### config.mk
export PLATFORM = sky130hd
export DESIGN_NAME = alu_stage
export DESIGN_NICKNAME = d
export VERILOG_FILES = /design/src/alu_pkg.sv /design/src/cond_eval.sv /design/src/int_adder.sv /design/src/logic_move_unit.sv /design/src/flag_writeback.sv /design/src/alu_stage.sv
export VERILOG_INCLUDE_DIRS = /design/src
export SDC_FILE = /design/constraint.sdc
export NUM_CORES = 1
export LEC_CHECK = 0
export ABC_AREA = 1
export BUFFER_PORTS_ARGS = -buffer_cell sky130_fd_sc_hd__buf_2
export CAP_MARGIN = 0
export CELL_PAD_IN_SITES_DETAIL_PLACEMENT = 1
export CELL_PAD_IN_SITES_GLOBAL_PLACEMENT = 1
export CORE_MARGIN = 2
export CORE_UTILIZATION = 44
export CTS_CLUSTER_SIZE = 16
export DETAILED_ROUTE_END_ITERATION = 10
export GPL_ROUTABILITY_DRIVEN = 0
export PLACE_DENSITY = 0.86
export SYNTH_ARGS = -nofsm -noshare
export SYNTH_HDL_FRONTEND = slang
export SYNTH_SLANG_ARGS = --single-unit
### constraint.sdc
create_clock -name clk -period 6.8 [get_ports clk]
set_input_delay 2.04 -clock clk [delete_from_list [all_inputs] [get_ports clk]]
set_output_delay 2.04 -clock clk [all_outputs]
set_load 0.05 [all_outputs]
### src/alu_settings.svh
////////////////////////////////////////////////////////////
// Widths, condition codes and opcodes of the integer
// execution unit. Included by the package and by every
// module that decodes an opcode or a condition.
////////////////////////////////////////////////////////////
`ifndef ALU_SETTINGS_SVH
`define ALU_SETTINGS_SVH

`define ALU_DATA_W  64
`define ALU_FLAGS_W 6
`define ALU_COND_W  4
`define ALU_OP_W    8

// condition codes, c is a borrow after subtract
`define COND_Z   4'd0
`define COND_NZ  4'd1
`define COND_S   4'd2
`define COND_NS  4'd3
`define COND_UGT 4'd4
`define COND_ULE 4'd5
`define COND_UGE 4'd6
`define COND_ULT 4'd7
`define COND_SGT 4'd8
`define COND_SLE 4'd9
`define COND_SGE 4'd10
`define COND_SLT 4'd11
`define COND_O   4'd12
`define COND_NO  4'd13
`define COND_P   4'd14
`define COND_NP  4'd15

`define OP_ADD8     8'h00
`define OP_ADD16    8'h01
`define OP_ADD32    8'h02
`define OP_ADD64    8'h03
`define OP_SUB8     8'h04
`define OP_SUB16    8'h05
`define OP_SUB32    8'h06
`define OP_SUB64    8'h07
`define OP_AND32    8'h10
`define OP_AND64    8'h11
`define OP_OR32     8'h12
`define OP_OR64     8'h13
`define OP_XOR32    8'h14
`define OP_XOR64    8'h15
`define OP_XNOR32   8'h16
`define OP_XNOR64   8'h17
`define OP_MOV32    8'h20
`define OP_MOV64    8'h21
`define OP_ZXT8_64  8'h28
`define OP_ZXT16_64 8'h29
`define OP_SXT8_64  8'h2c
`define OP_SXT16_64 8'h2d
`define OP_SXT32_64 8'h2e
`define OP_CMOV64   8'h30
`define OP_CSET     8'h31

`endif

### src/alu_pkg.sv
////////////////////////////////////////////////////////////
// Shared types of the execution unit: operand vectors,
// the flag word and the issue, adder and return packets.
// Referenced by scoped names from the RTL and testbench.
////////////////////////////////////////////////////////////
`include "alu_settings.svh"

package alu_pkg;

  typedef logic [`ALU_DATA_W-1:0] data_t;
  typedef logic [`ALU_OP_W-1:0]   op_t;
  typedef logic [`ALU_COND_W-1:0] cond_t;

  // same bit order as the architectural flag word
  typedef struct packed {
    logic c;
    logic o;
    logic a;
    logic s;
    logic z;
    logic p;
  } flags_t;

  typedef struct packed {
    logic   valid;
    logic   thread;
    op_t    op;
    cond_t  cond;
    data_t  a;
    data_t  b;
    flags_t flags_in;
  } issue_t;

  typedef struct packed {
    data_t sum;
    logic  c4;  // into bit 4
    logic  c8;
    logic  c16;
    logic  c32;
    logic  c64;
  } adder_out_t;

  typedef struct packed {
    logic   valid;
    logic   thread;
    logic   sets_flags;
    flags_t flags;
    data_t  result;
  } ret_t;

endpackage

### src/cond_eval.sv
////////////////////////////////////////////////////////////
// Condition evaluator. Maps a flag word and a 4-bit
// condition code to a taken bit for cmov and cset.
////////////////////////////////////////////////////////////
`timescale 1ns/1ps
`include "alu_settings.svh"

module cond_eval (
  input  alu_pkg::flags_t flags,
  input  alu_pkg::cond_t  cond,
  output logic            taken
);

  logic s_ne_o;

  assign s_ne_o = flags.s ^ flags.o;

  always_comb
  begin
    case (cond)
      `COND_Z:   taken = flags.z;
      `COND_NZ:  taken = ~flags.z;
      `COND_S:   taken = flags.s;
      `COND_NS:  taken = ~flags.s;
      `COND_UGT: taken = ~flags.c & ~flags.z; // no borrow, nonzero
      `COND_ULE: taken = flags.c | flags.z;
      `COND_UGE: taken = ~flags.c;
      `COND_ULT: taken = flags.c;
      `COND_SGT: taken = ~s_ne_o & ~flags.z;
      `COND_SLE: taken = s_ne_o | flags.z;
      `COND_SGE: taken = ~s_ne_o;
      `COND_SLT: taken = s_ne_o;
      `COND_O:   taken = flags.o;
      `COND_NO:  taken = ~flags.o;
      `COND_P:   taken = flags.p;
      `COND_NP:  taken = ~flags.p;
      default:   taken = 1'b0;
    endcase
  end

endmodule

### src/int_adder.sv
////////////////////////////////////////////////////////////
// 64-bit add/subtract with carry taps at 4, 8, 16, 32 and
// 64 bits. For subtract the taps read as borrows; the
// writeback picks the tap that matches the op width.
////////////////////////////////////////////////////////////
`timescale 1ns/1ps
`include "alu_settings.svh"

module int_adder (
  input  alu_pkg::data_t      a,
  input  alu_pkg::data_t      b,
  input  alu_pkg::op_t        op,
  output alu_pkg::adder_out_t out
);

  logic                  is_sub;
  alu_pkg::data_t        b_x;
  logic [`ALU_DATA_W:0]  full;
  logic [`ALU_DATA_W:0]  cin;

  assign is_sub = op inside {`OP_SUB8, `OP_SUB16, `OP_SUB32, `OP_SUB64};

  // a - b as a + ~b + 1
  assign b_x  = is_sub ? ~b : b;
  assign full = {1'b0, a} + {1'b0, b_x} + {{`ALU_DATA_W{1'b0}}, is_sub};

  // carry into each bit position, top bit is the carry out
  assign cin = full ^ {1'b0, a} ^ {1'b0, b_x};

  assign out.sum = full[`ALU_DATA_W-1:0];
  assign out.c4  = cin[4] ^ is_sub;
  assign out.c8  = cin[8] ^ is_sub;
  assign out.c16 = cin[16] ^ is_sub;
  assign out.c32 = cin[32] ^ is_sub;
  assign out.c64 = cin[`ALU_DATA_W] ^ is_sub;

endmodule

### src/logic_move_unit.sv
////////////////////////////////////////////////////////////
// Bitwise logic, moves, zero/sign extension, cmov and
// cset. Combinational; is_logic tells the writeback that
// the op sets s, z and p and clears c, o and a.
////////////////////////////////////////////////////////////
`timescale 1ns/1ps
`include "alu_settings.svh"

module logic_move_unit (
  input  alu_pkg::data_t a,
  input  alu_pkg::data_t b,
  input  alu_pkg::op_t   op,
  input  logic           taken,
  output alu_pkg::data_t result,
  output logic           is_logic
);

  localparam int HALF = `ALU_DATA_W / 2;

  alu_pkg::data_t and_v;
  alu_pkg::data_t or_v;
  alu_pkg::data_t xor_v;

  assign and_v = a & b;
  assign or_v  = a | b;
  assign xor_v = a ^ b;

  assign is_logic = op inside {`OP_AND32, `OP_AND64, `OP_OR32, `OP_OR64,
                               `OP_XOR32, `OP_XOR64, `OP_XNOR32, `OP_XNOR64};

  always_comb
  begin
    case (op)
      // 32-bit forms clear the upper half
      `OP_AND32:   result = {{HALF{1'b0}}, and_v[HALF-1:0]};
      `OP_AND64:   result = and_v;
      `OP_OR32:    result = {{HALF{1'b0}}, or_v[HALF-1:0]};
      `OP_OR64:    result = or_v;
      `OP_XOR32:   result = {{HALF{1'b0}}, xor_v[HALF-1:0]};
      `OP_XOR64:   result = xor_v;
      `OP_XNOR32:  result = {{HALF{1'b0}}, ~xor_v[HALF-1:0]};
      `OP_XNOR64:  result = ~xor_v;
      `OP_MOV32:   result = {{HALF{1'b0}}, b[HALF-1:0]};
      `OP_MOV64:   result = b;
      `OP_ZXT8_64:
        result = {{(`ALU_DATA_W-8){1'b0}}, b[7:0]};
      `OP_ZXT16_64:
        result = {{(`ALU_DATA_W-16){1'b0}}, b[15:0]};
      `OP_SXT8_64:
        result = {{(`ALU_DATA_W-8){b[7]}}, b[7:0]};
      `OP_SXT16_64:
        result = {{(`ALU_DATA_W-16){b[15]}}, b[15:0]};
      `OP_SXT32_64:
        result = {{HALF{b[HALF-1]}}, b[HALF-1:0]};
      `OP_CMOV64:  result = taken ? b : a; // a is the old destination
      `OP_CSET:    result = {{(`ALU_DATA_W-1){1'b0}}, taken};
      default:     result = '0;
    endcase
  end

endmodule

### src/flag_writeback.sv
////////////////////////////////////////////////////////////
// Result select, flag generation at the op width, thread
// inhibit and the return register. An issue sampled at one
// edge shows on ret after that edge for one cycle.
////////////////////////////////////////////////////////////
`timescale 1ns/1ps
`include "alu_settings.svh"

module flag_writeback (
  input  logic                clk,
  input  logic                rst,
  input  alu_pkg::issue_t     issue,
  input  alu_pkg::adder_out_t add,
  input  alu_pkg::data_t      lm_result,
  input  logic                is_logic,
  input  logic                except,
  input  logic                except_thread,
  output alu_pkg::ret_t       ret
);

  logic                    is_sub;
  logic                    is_arith;
  logic [1:0]              wsel;   // 0:8 1:16 2:32 3:64
  logic [5:0]              msb;
  alu_pkg::data_t          mask;
  alu_pkg::data_t          res;
  logic                    carry;
  logic                    a_s;
  logic                    b_s;
  logic                    r_s;
  logic                    ovf;
  logic                    zero;
  logic                    par;
  logic [`ALU_FLAGS_W-1:0] flags_out;
  logic                    sets_flags;
  logic                    except_q;
  logic                    except_thread_q;
  logic                    inhibit;

  assign is_sub   = issue.op inside {`OP_SUB8, `OP_SUB16, `OP_SUB32, `OP_SUB64};
  assign is_arith = is_sub || issue.op inside {`OP_ADD8, `OP_ADD16, `OP_ADD32, `OP_ADD64};

  always_comb
  begin
    case (issue.op)
      `OP_ADD8, `OP_SUB8:   wsel = 2'd0;
      `OP_ADD16, `OP_SUB16: wsel = 2'd1;
      `OP_ADD32, `OP_SUB32, `OP_AND32, `OP_OR32, `OP_XOR32, `OP_XNOR32:
        wsel = 2'd2;
      default:              wsel = 2'd3;
    endcase
    case (wsel)
      2'd0:    {carry, msb} = {add.c8, 6'd7};
      2'd1:    {carry, msb} = {add.c16, 6'd15};
      2'd2:    {carry, msb} = {add.c32, 6'd31};
      default: {carry, msb} = {add.c64, 6'd63};
    endcase
  end

  assign res  = is_arith ? add.sum : lm_result;
  assign mask = {`ALU_DATA_W{1'b1}} >> (6'd63 - msb);
  assign a_s  = issue.a[msb];
  assign b_s  = issue.b[msb];
  assign r_s  = res[msb];
  assign zero = (res & mask) == '0;
  assign par  = ~^res[7:0];  // even parity of low byte

  // overflow when both effective operands agree in sign and the result does not
  assign ovf = (a_s ^ r_s) & ~(a_s ^ b_s ^ is_sub);

  always_comb
  begin
    sets_flags = 1'b1;
    if (is_arith)
      flags_out = {carry, ovf, add.c4, r_s, zero, par};
    else if (is_logic)
      flags_out = {3'b000, r_s, zero, par};
    else
    begin
      flags_out  = issue.flags_in;
      sets_flags = 1'b0;
    end
  end

  // except this cycle or last cycle on the same thread kills the return
  assign inhibit = (except && (except_thread == issue.thread)) ||
                   (except_q && (except_thread_q == issue.thread));

  always_ff @(posedge clk)
  begin
    ret.result <= res;
    ret.thread <= issue.thread;
    if (rst)
    begin
      ret.valid       <= 1'b0;
      ret.sets_flags  <= 1'b0;
      ret.flags       <= '0;
      except_q        <= 1'b0;
      except_thread_q <= 1'b0;
    end
    else
    begin
      ret.valid       <= issue.valid & ~inhibit;
      ret.sets_flags  <= sets_flags;
      ret.flags       <= flags_out;
      except_q        <= except;
      except_thread_q <= except_thread;
    end
  end

endmodule

### src/alu_stage.sv
////////////////////////////////////////////////////////////
// Top of the one-stage integer execution unit. Takes one
// issue per clock and returns result and flags one cycle
// later; no back-pressure.
////////////////////////////////////////////////////////////
`timescale 1ns/1ps

module alu_stage (
  input  logic            clk,
  input  logic            rst,
  input  alu_pkg::issue_t issue,
  input  logic            except,
  input  logic            except_thread,
  output alu_pkg::ret_t   ret
);

  logic                taken;
  logic                is_logic;
  alu_pkg::adder_out_t add_out;
  alu_pkg::data_t      lm_result;

  cond_eval u_cond (
    .flags (issue.flags_in),
    .cond  (issue.cond),
    .taken (taken)
  );

  int_adder u_adder (
    .a   (issue.a),
    .b   (issue.b),
    .op  (issue.op),
    .out (add_out)
  );

  logic_move_unit u_lmu (
    .a        (issue.a),
    .b        (issue.b),
    .op       (issue.op),
    .taken    (taken),
    .result   (lm_result),
    .is_logic (is_logic)
  );

  flag_writeback u_wb (
    .clk           (clk),
    .rst           (rst),
    .issue         (issue),
    .add           (add_out),
    .lm_result     (lm_result),
    .is_logic      (is_logic),
    .except        (except),
    .except_thread (except_thread),
    .ret           (ret)
  );

endmodule

==> flow_summary.json, run 1 <==
{
  "critPathMaxFanout": 39,
  "finalHoldViolCount": 0,
  "post-route-period-util_pct": 97.4,
  "root_buffer": "clkbuf_16",
  "cts_tree": "yes",
  "finalSetupTns_ps": 0,
  "syn_inst": 2494,
  "slowest_delay_ps": 570,
  "p_leak_nw": 8.91,
  "viasPerCell": 5.93,
  "postRouteAntennaNets": 0,
  "period_needed_ps": 6620,
  "yosysMostFrequentCell": "nand2_1",
  "ys_seq_elements": 75,
  "core_area_mm2": 0.0317,
  "worstSkewPairLatency_ps": 390,
  "drc": 0,
  "drt_iter0_markers": 1530,
  "synth_cell_types": 54,
  "ys_warn_count": 0,
  "grt_first_pass_wirelength_um": 99700,
  "skew_ps": 0.277,
  "die_x_um": 184,
  "dp_hpwl_um": 52100,
  "yosysTopAreaCellShare_pct": 17.8,
  "dieArea_mm2": 0.0339,
  "die_h_um": 184,
  "first_global_vias": 18763,
  "startpoint_type": "input pin",
  "dp_slack_ps": 115,
  "htreeDepth": 3,
  "cts.sink_count": 75,
  "worstPathCellList": "buf_2, nor2_1, nand3_4, buf_4, xor2_1, ha_1, nand2_1, nor2_1, inv_1, nor2_1, nand2_1, nor2_1, nand2_1, nand3_1, nand2_1, nand3_1, nand2_1, nand2_1, nand2_1, nor2_1, nand3_1, nor3_1, nand3_1, a21oi_1",
  "nFillCells": 4647,
  "detail_route.first_pass.iterations": 6,
  "outcome": "finished clean",
  "slew_headroom_pct": 26.8,
  "yosysTopAreaCell": "nand2_1",
  "arrival_ps": 6950,
  "slew_violations": 0,
  "synth.top_cells.by_count": "677 x nand2_1, 355 x inv_1, 284 x nor2_1",
  "wl_um": 64500,
  "area_growth_pct": 12.4,
  "cpMaxStageDelayCell": "nor3_1",
  "setup_viol": 0,
  "final_nets": 3035,
  "seqCellArea_mm2": 0.00150,
  "ir_drop_uv": 146,
  "grt_start_max_net_pins": 47,
  "postCtsSetupBuffers": 0,
  "numCtsBuffers": 9,
  "ctsResizeCount": 0,
  "ys_seq_area_share_pct": 10.5,
  "start_util_pct": 45.0,
  "worst_pin_slew_ps": 1100,
  "cap_violations": 0,
  "critPathKind": "in2reg",
  "multiInputGateArea_mm2": 0.0110,
  "async_flop_share_pct": 0,
  "hp-class": "reg2reg",
  "drive_gt1_share_pct": 11.7,
  "postCtsHoldBufs": 0,
  "grt-ovfl-total": 0,
  "cp_data_required_time_ps": 7130,
  "fp-row-count": 65,
  "clk_pin_slew_ps": 70,
  "io_pins": 225,
  "power.density_mw_per_mm2": 128,
  "synth_enable_flop_cells": 0,
  "syn_area_per_cell_um2": 5.72,
  "num_vias": 18322,
  "crit_top_cell": "nand2_1",
  "cts_max_path_buffers": 2,
  "port_buffers": 224,
  "grt_antenna_before_repair": 1,
  "ys_dominant_reg_cell": "dfxtp_1",
  "fin_ws_ps": 179,
  "synth.area.top_cells": "nand2_1 18%, ha_1 18%, dfxtp_1 11%",
  "fin_util_pct": 50.6,
  "rsz0062_at_grt": "false",
  "grtUsageTotal_pct": 37.7,
  "max_freq_mhz": 151,
  "end_kind": "flip-flop",
  "routedWlPerCell_um": 20.9,
  "syn-cell-area_mm2": 0.0143,
  "synth_nets": 2847
}
## sequential cells by signal, summed over array words and instances (netlist names)
signal	count
u_wb.except_q	1
u_wb.except_thread_q	1
u_wb.ret	73
## worst paths after layout
path                                      startpoint            to  slack [ps]  cells past startpoint
worst max-delay path                      issue[142]  u_wb.ret[65]         180                     24
worst min register to register         u_wb.except_q  u_wb.ret[72]         420                      1
worst max register to register  u_wb.except_thread_q  u_wb.ret[72]        6060                      2
worst min-delay path                   u_wb.except_q  u_wb.ret[72]         420                      1
## layout make-up
class,instances,share of cell area [%]
diodes,1,0.0156
clock buffers,9,1.40
clock inverters,7,0.507
inverters,372,8.72
multi-input cells,1979,68.9
flip-flops and latches,75,9.36
well taps,402,3.14
repair buffers,245,7.97
## metal layers
metal	track usage [%]	up-vias	part of all wire [%]
li1	-	8482	-
met1	48.4	8732	42
met2	60.0	910	44
met3	7.65	198	9.6
met4	19.1	0	4.5
met5	0	-	0
## cells by family after synthesis
kind of cell,synth area share (%)
xor+xnor,4.97
buf+inv,12.2
compound gates,19.0
simple gates,35.6
fa+ha+maj,17.7
flops,10.5
## power breakdown
part | internal, W | total, W | switching (W)
Sequential | 0.000459 | 0.000465 | 0.00000590
Combinational | 0.000296 | 0.00103 | 0.000735
Clock | 0.000290 | 0.000550 | 0.000260
Total | 0.00104 | 0.00205 | 0.00100
## per-stage QoR
| step | area, µm² | total power (W) | std cells | hold slack [ps] |
|---|---|---|---|---|
| 6_report | 16000 | 0.00205 | 3090 | 416 |
| 3_3_place_gp | 15700 | 0.00142 | 3073 | 398 |
| 3_5_place_dp | 15700 | 0.00147 | 3073 | 419 |
| 5_1_grt | 16000 | 0.00216 | 3090 | 444 |
| 2_1_floorplan | 14300 | 0.00112 | 2494 | 387 |
| 4_1_cts | 16000 | 0.00202 | 3089 | 429 |
## layout by cell type (no fill, tap or decap), types with 5 or more instances in the layout
master / netlist / final
nand2_1: 677 / 677
inv_1: 355 / 355
nor2_1: 284 / 282
buf_2: 22 / 224
ha_1: 200 / 200
a21oi_1: 197 / 197
nand3_1: 146 / 146
o21ai_0: 116 / 116
xor2_1: 78 / 78
dfxtp_1: 75 / 75
o21ai_1: 47 / 47
o211ai_1: 42 / 42
nor3_1: 35 / 35
buf_4: 7 / 21
nand4_1: 20 / 20
o21bai_1: 16 / 16
inv_2: 15 / 15
nand3b_1: 13 / 13
or2_2: 11 / 11
o2111ai_1: 11 / 11
nor4_1: 10 / 10
o221ai_1: 9 / 9
clkbuf_16: 0 / 9
a211oi_1: 8 / 8
nor2_4: 3 / 5
nand3_2: 6 / 5
o22ai_1: 5 / 5
## worst max-delay path: cells and delay by family
family          cells  cell delay, ps
buf+inv             3             810
compound gates      1             170
fa+ha+maj           1             460
xor+xnor            1             190
simple gates       18            3260
Note: power is estimated with default switching activity, not from simulation.
==> run 2: changes to the inputs <==
--- a/config.mk
+++ b/config.mk
@@ -6,17 +6,18 @@
 export SDC_FILE = /design/constraint.sdc
 export NUM_CORES = 1
 export LEC_CHECK = 0
-export ABC_AREA = 1
+export ABC_AREA = 0
 export BUFFER_PORTS_ARGS = -buffer_cell sky130_fd_sc_hd__buf_2
 export CAP_MARGIN = 0
 export CELL_PAD_IN_SITES_DETAIL_PLACEMENT = 1
 export CELL_PAD_IN_SITES_GLOBAL_PLACEMENT = 1
 export CORE_MARGIN = 2
-export CORE_UTILIZATION = 44
+export CORE_UTILIZATION = 46
 export CTS_CLUSTER_SIZE = 16
 export DETAILED_ROUTE_END_ITERATION = 10
 export GPL_ROUTABILITY_DRIVEN = 0
-export PLACE_DENSITY = 0.86
+export GPL_TIMING_DRIVEN = 0
+export PLACE_DENSITY = 0.85
 export SYNTH_ARGS = -nofsm -noshare
 export SYNTH_HDL_FRONTEND = slang
 export SYNTH_SLANG_ARGS = --single-unit
==> run 2 against run 1 <==
The flow now finishes with violations (setup timing); count of clock-buffer cells in the layout up 1; die area shrank 8.0%; synthesized cell count is 23% lower; highest routed layer is now met5.
==> flow_summary.json, run 2 <==
{
  "outcome": "finished with violations",
  "violations": "setup timing",
  "synth_compound_area_share_pct": 30.6,
  "port_buffers": 218,
  "max_freq_mhz": 146,
  "fin_ws_ps": -47.9,
  "final_nets": 2493,
  "root_buffer": "clkbuf_16",
  "arrival_ps": 7160,
  "die_h_um": 177,
  "synthAdderAreaFrac_pct": 18.4,
  "largest_register_ffs": 73,
  "slew_violations": 0,
  "htreeDepth": 3,
  "synth_top_family_by_area": "compound AO/OA/AOI/OAI gates",
  "startpoint_type": "input pin",
  "cts.sink_count": 75,
  "rsz0062_at_grt": "true",
  "skew_ps": 0.944,
  "fp-row-count": 63,
  "cp_data_required_time_ps": 7120,
  "synthSimpleGateAreaFrac_pct": 19.1,
  "layout_commonest_cell": "buf_2",
  "total_power_w": 0.00218,
  "yosysMostFrequentCell": "ha_1",
  "critPathKind": "in2reg",
  "dp_slack_ps": -2360,
  "io_pins": 225,
  "grt_start_max_net_pins": 14,
  "multiInputGateArea_mm2": 0.0114,
  "ys_seq_area_share_pct": 11.0,
  "postCtsHoldBufs": 0,
  "cts_max_path_buffers": 2,
  "num_vias": 17467,
  "seqCellArea_mm2": 0.00150,
  "grt-ovfl-total": 0,
  "nFillCells": 3887,
  "grt_antenna_before_repair": 6,
  "detail_route.first_pass.iterations": 8,
  "syn_area_per_cell_um2": 7.15,
  "synth_cell_types": 81,
  "synth-xor-area-share_pct": 9.59,
  "worst_pin_slew_ps": 1410,
  "grtUsageTotal_pct": 43.4,
  "period_needed_ps": 6850,
  "worst_r2r_path_depth": 4,
  "async_flop_share_pct": 0,
  "post-route-period-util_pct": 101,
  "p_leak_nw": 7.49,
  "numCtsBuffers": 9,
  "dp_hpwl_um": 53900,
  "hp-class": "reg2reg",
  "ys_dominant_reg_cell": "dfxtp_1",
  "cap_violations": 0,
  "first_global_vias": 17246,
  "drc": 0,
  "hold_depth": 3,
  "fin_util_pct": 54.3,
  "cts_tree": "yes",
  "synth.area.top_cells": "ha_1 18%, dfxtp_1 11%, xnor2_1 7.4%",
  "final_cells": 2538,
  "slew_headroom_pct": 5.51,
  "postRouteAntennaNets": 0,
  "area_growth_pct": 16.8,
  "die_x_um": 177,
  "start_util_pct": 46.5,
  "grt_first_pass_wirelength_um": 102000,
  "syn-cell-area_mm2": 0.0137,
  "yosysTopAreaCellShare_pct": 18.3,
  "setup_viol": 2,
  "core_area_mm2": 0.0295,
  "synth_mux_area_share_pct": 3.45,
  "ys_warn_count": 0,
  "wl_um": 69300,
  "end_kind": "flip-flop",
  "top_register": "u_wb.ret",
  "routedWlPerCell_um": 27.3,
  "yosysTopAreaCell": "ha_1",
  "viasPerCell": 6.88,
  "synth_nets": 2268,
  "drive_gt1_share_pct": 16.7,
  "dp.cells": 2523,
  "synth.top_cells.by_count": "200 x ha_1, 188 x a21oi_1, 159 x inv_1",
  "ys_seq_elements": 75,
  "critPathMaxFanout": 10,
  "drt_iter0_markers": 2142,
  "fin_area_mm2": 0.0160,
  "dpl_cell_area_mm2": 0.0153,
  "clk_pin_slew_ps": 60,
  "syn_inst": 1915,
  "finalHoldViolCount": 0,
  "worstSkewPairLatency_ps": 380,
  "ir_drop_uv": 131,
  "power.density_mw_per_mm2": 136,
  "layout_common_cells": "235 x buf_2, 195 x ha_1, 179 x a21oi_1",
  "dieArea_mm2": 0.0312,
  "reg_top3": "u_wb.ret (73), u_wb.except_q (1), u_wb.except_thread_q (1)",
  "synth_enable_flop_cells": 0
}
==> run 2: cell types whose count changed in the layout (fill, tap and decap cells not counted), moves of 33 or more <==
cell      before  now
nand3_1      146   46
clkbuf_1       0   51
mux2i_1        0   45
nand2_1      677  158
o21ai_1       47   14
xnor2_1        3  115
nor2_1       282  105
inv_1        355  159
xor2_1        78   34
==> run 2: cell type report <==
type / instances / share of cell area (%)
antenna: 4 / 0.0626
buffer: 99 / 2.99
clock buffer: 10 / 1.49
clock inverter: 5 / 0.383
inverter: 159 / 3.73
multi-input combinational: 1562 / 71.3
sequential: 75 / 9.39
tap: 390 / 3.05
timing repair buffer: 234 / 7.59
==> run 2: layer usage <==
metal	share of wire, %	GRT usage [%]	vias up	routed length, µm
met5	0.019	0	-	13
met4	8.6	33.1	2	5940
met3	12	10.7	396	8130
met2	42	66.1	1254	29400
met1	37	52.6	8332	25800
li1	-	-	7483	-
==> run 2: cells by family (layout without fill, tap and decap cells) <==
kind of cell | count (synthesis) | count (layout)
AO/OA/AOI/OAI | 641 | 641
XOR/XNOR | 150 | 150
adder cells (fa/ha/maj) | 201 | 201
buffers and inverters | 278 | 507
flip-flops | 75 | 75
multiplexers | 47 | 47
other | 0 | 4
AND/OR/NAND/NOR | 523 | 523
==> run 2: metrics by stage <==
step / setup TNS [ps] / hold slack [ps]
6_report: -66.4 / 638
3_5_place_dp: -36350 / 646
2_1_floorplan: 0 / 574
5_1_grt: -3.13 / 712
4_1_cts: -22.5 / 654
3_3_place_gp: -28620 / 616
==> run 2: repair_timing <==
action	CTS	global route
buffers inserted	5	11
pin swaps	7	14
setup endpoints to repair	38	5
gates resized for setup	70	59
==> run 2: path summary, 6_finish.rpt <==
| kind | from | end | slack, ps |
|---|---|---|---|
| hold / removal | u_wb.except_q | u_wb.ret[72] | 640 |
| setup / recovery | issue[142] | u_wb.ret[64] | -50 |
| hold reg to reg | u_wb.except_q | u_wb.ret[72] | 640 |
| setup reg to reg | u_wb.except_thread_q | u_wb.ret[72] | 5890 |
==> run 2: report_power, final <==
part | leakage, nW | internal (W) | switching, W
Sequential | 0.610 | 0.000457 | 0.00000451
Combinational | 6.74 | 0.000400 | 0.000802
Clock | 0.137 | 0.000293 | 0.000227
==> run 2: worst max-delay path, stage by stage <==
cell	delay, ps
buf_2	200
nor3_4	70
buf_4	150
nand2_1	150
clkbuf_1	580
clkbuf_2	500
clkbuf_1	750
clkbuf_2	580
clkbuf_2	470
o22ai_1	120
a221oi_1	530
ha_1	350
xnor2_1	230
xnor2_1	150
nand2_1	90
a21oi_1	180
==> run 3: changes to the inputs <==
--- a/config.mk
+++ b/config.mk
@@ -8,7 +8,6 @@
 export LEC_CHECK = 0
 export ABC_AREA = 0
 export BUFFER_PORTS_ARGS = -buffer_cell sky130_fd_sc_hd__buf_2
-export CAP_MARGIN = 0
 export CELL_PAD_IN_SITES_DETAIL_PLACEMENT = 1
 export CELL_PAD_IN_SITES_GLOBAL_PLACEMENT = 1
 export CORE_MARGIN = 2
@@ -18,6 +17,7 @@
 export GPL_ROUTABILITY_DRIVEN = 0
 export GPL_TIMING_DRIVEN = 0
 export PLACE_DENSITY = 0.85
+export RECOVER_POWER = 100
 export SYNTH_ARGS = -nofsm -noshare
 export SYNTH_HDL_FRONTEND = slang
 export SYNTH_SLANG_ARGS = --single-unit
==> run 3 against run 2 <==
The run still ends with setup timing left; count of clock-buffer cells in the layout did not move; register-to-register slack barely moved; wire length barely moved; clock skew barely moved; flip-flop and latch count did not move; worst setup slack improved by 40 ps; die area did not move; design area fell by 0.79%; first-iteration DRC count rose by 1.3%; combinational power barely moved; critical endpoint is now u_wb.ret[65]; largest power group unchanged.
==> flow_summary.json, run 3 (same netlist as run 2, synthesis figures left out) <==
{
  "outcome": "finished with violations",
  "violations": "setup timing",
  "fp-row-count": 63,
  "dp_slack_ps": -2360,
  "numCtsBuffers": 9,
  "grtUsageTotal_pct": 43.4,
  "critPathKind": "in2reg",
  "top_register": "u_wb.ret",
  "grt_start_max_net_pins": 14,
  "p_leak_nw": 7.15,
  "start_util_pct": 46.5,
  "die_x_um": 177,
  "slew_headroom_pct": 4.19,
  "dieArea_mm2": 0.0312,
  "worst_r2r_path_depth": 4,
  "first_global_vias": 17246,
  "skew_ps": 0.566,
  "power.density_mw_per_mm2": 137,
  "routedWlPerCell_um": 27.3,
  "period_needed_ps": 6810,
  "port_buffers": 218,
  "reg_top3": "u_wb.ret (73), u_wb.except_q (1), u_wb.except_thread_q (1)",
  "cts.sink_count": 75,
  "cts_tree": "yes",
  "seqCellArea_mm2": 0.00150,
  "num_vias": 17428,
  "worstSkewPairLatency_ps": 390,
  "core_area_mm2": 0.0295,
  "hold_depth": 3,
  "clk_pin_slew_ps": 60,
  "grt_antenna_before_repair": 6,
  "cap_violations": 0,
  "post-route-period-util_pct": 100,
  "htreeDepth": 3,
  "postRouteAntennaNets": 0,
  "worst_pin_slew_ps": 1430,
  "slew_violations": 0,
  "max_freq_mhz": 147,
  "cts_max_path_buffers": 2,
  "detail_route.first_pass.iterations": 6,
  "rsz0062_at_grt": "true",
  "hp-class": "reg2reg",
  "layout_common_cells": "196 x ha_1, 180 x a21oi_1, 159 x inv_1",
  "die_h_um": 177,
  "end_kind": "flip-flop",
  "multiInputGateArea_mm2": 0.0114,
  "layout_commonest_cell": "ha_1",
  "ir_drop_uv": 133,
  "drt_iter0_markers": 2170,
  "wl_um": 69300,
  "grt_first_pass_wirelength_um": 102000,
  "viasPerCell": 6.87,
  "fin_ws_ps": -7.77,
  "arrival_ps": 7130,
  "setup_viol": 1,
  "finalHoldViolCount": 0,
  "final_nets": 2493,
  "drive_gt1_share_pct": 12.8,
  "root_buffer": "clkbuf_16",
  "drc": 0,
  "cp_data_required_time_ps": 7130,
  "grt-ovfl-total": 0,
  "postCtsHoldBufs": 0,
  "dp_hpwl_um": 53900,
  "critPathMaxFanout": 10,
  "area_growth_pct": 15.9,
  "io_pins": 225,
  "startpoint_type": "input pin",
  "nFillCells": 3926,
  "finalSetupTns_ps": -7.77,
  "largest_register_ffs": 73,
  "whs_ps": 644
}
run 3: cell types whose count changed in the layout (fill, tap and decap cells not counted), sizes merged:
| cell | delta |
|---|---|
| clkbuf | +86 |
| buf | -85 |
| clkdlybuf4s15 | -1 |
run 3: timing repair:
action                     4_1_cts  5_1_grt
setup endpoints to repair       38        5
buffers inserted                 5       11
resized for setup               70       59
pin swaps                        7       14
run 3: per-layer routing:
| layer | part of all wire, % | global-route usage (%) |
|---|---|---|
| met1 | 37 | 52.6 |
| met2 | 42 | 66.1 |
| met3 | 12 | 10.7 |
| met4 | 8.6 | 33.1 |
| met5 | 0.016 | 0 |
run 3: final cells by class:
cell class / instances / share of cell area (%)
multi-input cells: 1562 / 71.8
flip-flops and latches: 75 / 9.46
repair buffers: 234 / 6.99
inverters: 159 / 3.76
well taps: 390 / 3.07
plain buffers: 99 / 2.96
clock buffers: 10 / 1.51
clock inverters: 5 / 0.386
diodes: 4 / 0.0631
run 3: path summary, 6_finish.rpt:
kind / to / from / slack, ps
worst max register to register: u_wb.ret[72] / u_wb.except_thread_q / 5880
worst max-delay path: u_wb.ret[65] / issue[138] / -8
worst min-delay path: u_wb.ret[72] / u_wb.except_q / 640
worst min register to register: u_wb.ret[72] / u_wb.except_q / 640
run 3: power by group:
part / switching [W] / internal, W / leakage, nW
clock network: 0.000228 / 0.000293 / 0.137
registers: 0.00000496 / 0.000457 / 0.610
logic: 0.000799 / 0.000393 / 6.40
total: 0.00103 / 0.00114 / 7.15
run 3: stage by stage:
step	std cells	cell area [µm²]	total power (W)	utilization, %
2_1_floorplan	1915	13700	0.00119	-
3_3_place_gp	2523	15300	0.00152	51.8
3_5_place_dp	2523	15300	0.00157	51.8
4_1_cts	2540	15800	0.00211	53.6
5_1_grt	2538	15900	0.00227	53.8
6_report	2538	15900	0.00217	53.8
run 3: worst max-delay path, stage by stage:
cell	delay (ps)
clkbuf_1	260
clkbuf_1	520
nor2_1	140
o21ai_1	480
clkbuf_1	710
buf_1	640
nand3_1	140
a311oi_1	420
o2111ai_1	310
nor4_2	360
nand4b_1	370
nor4_4	380
nand4b_1	210
o21ai_1	150
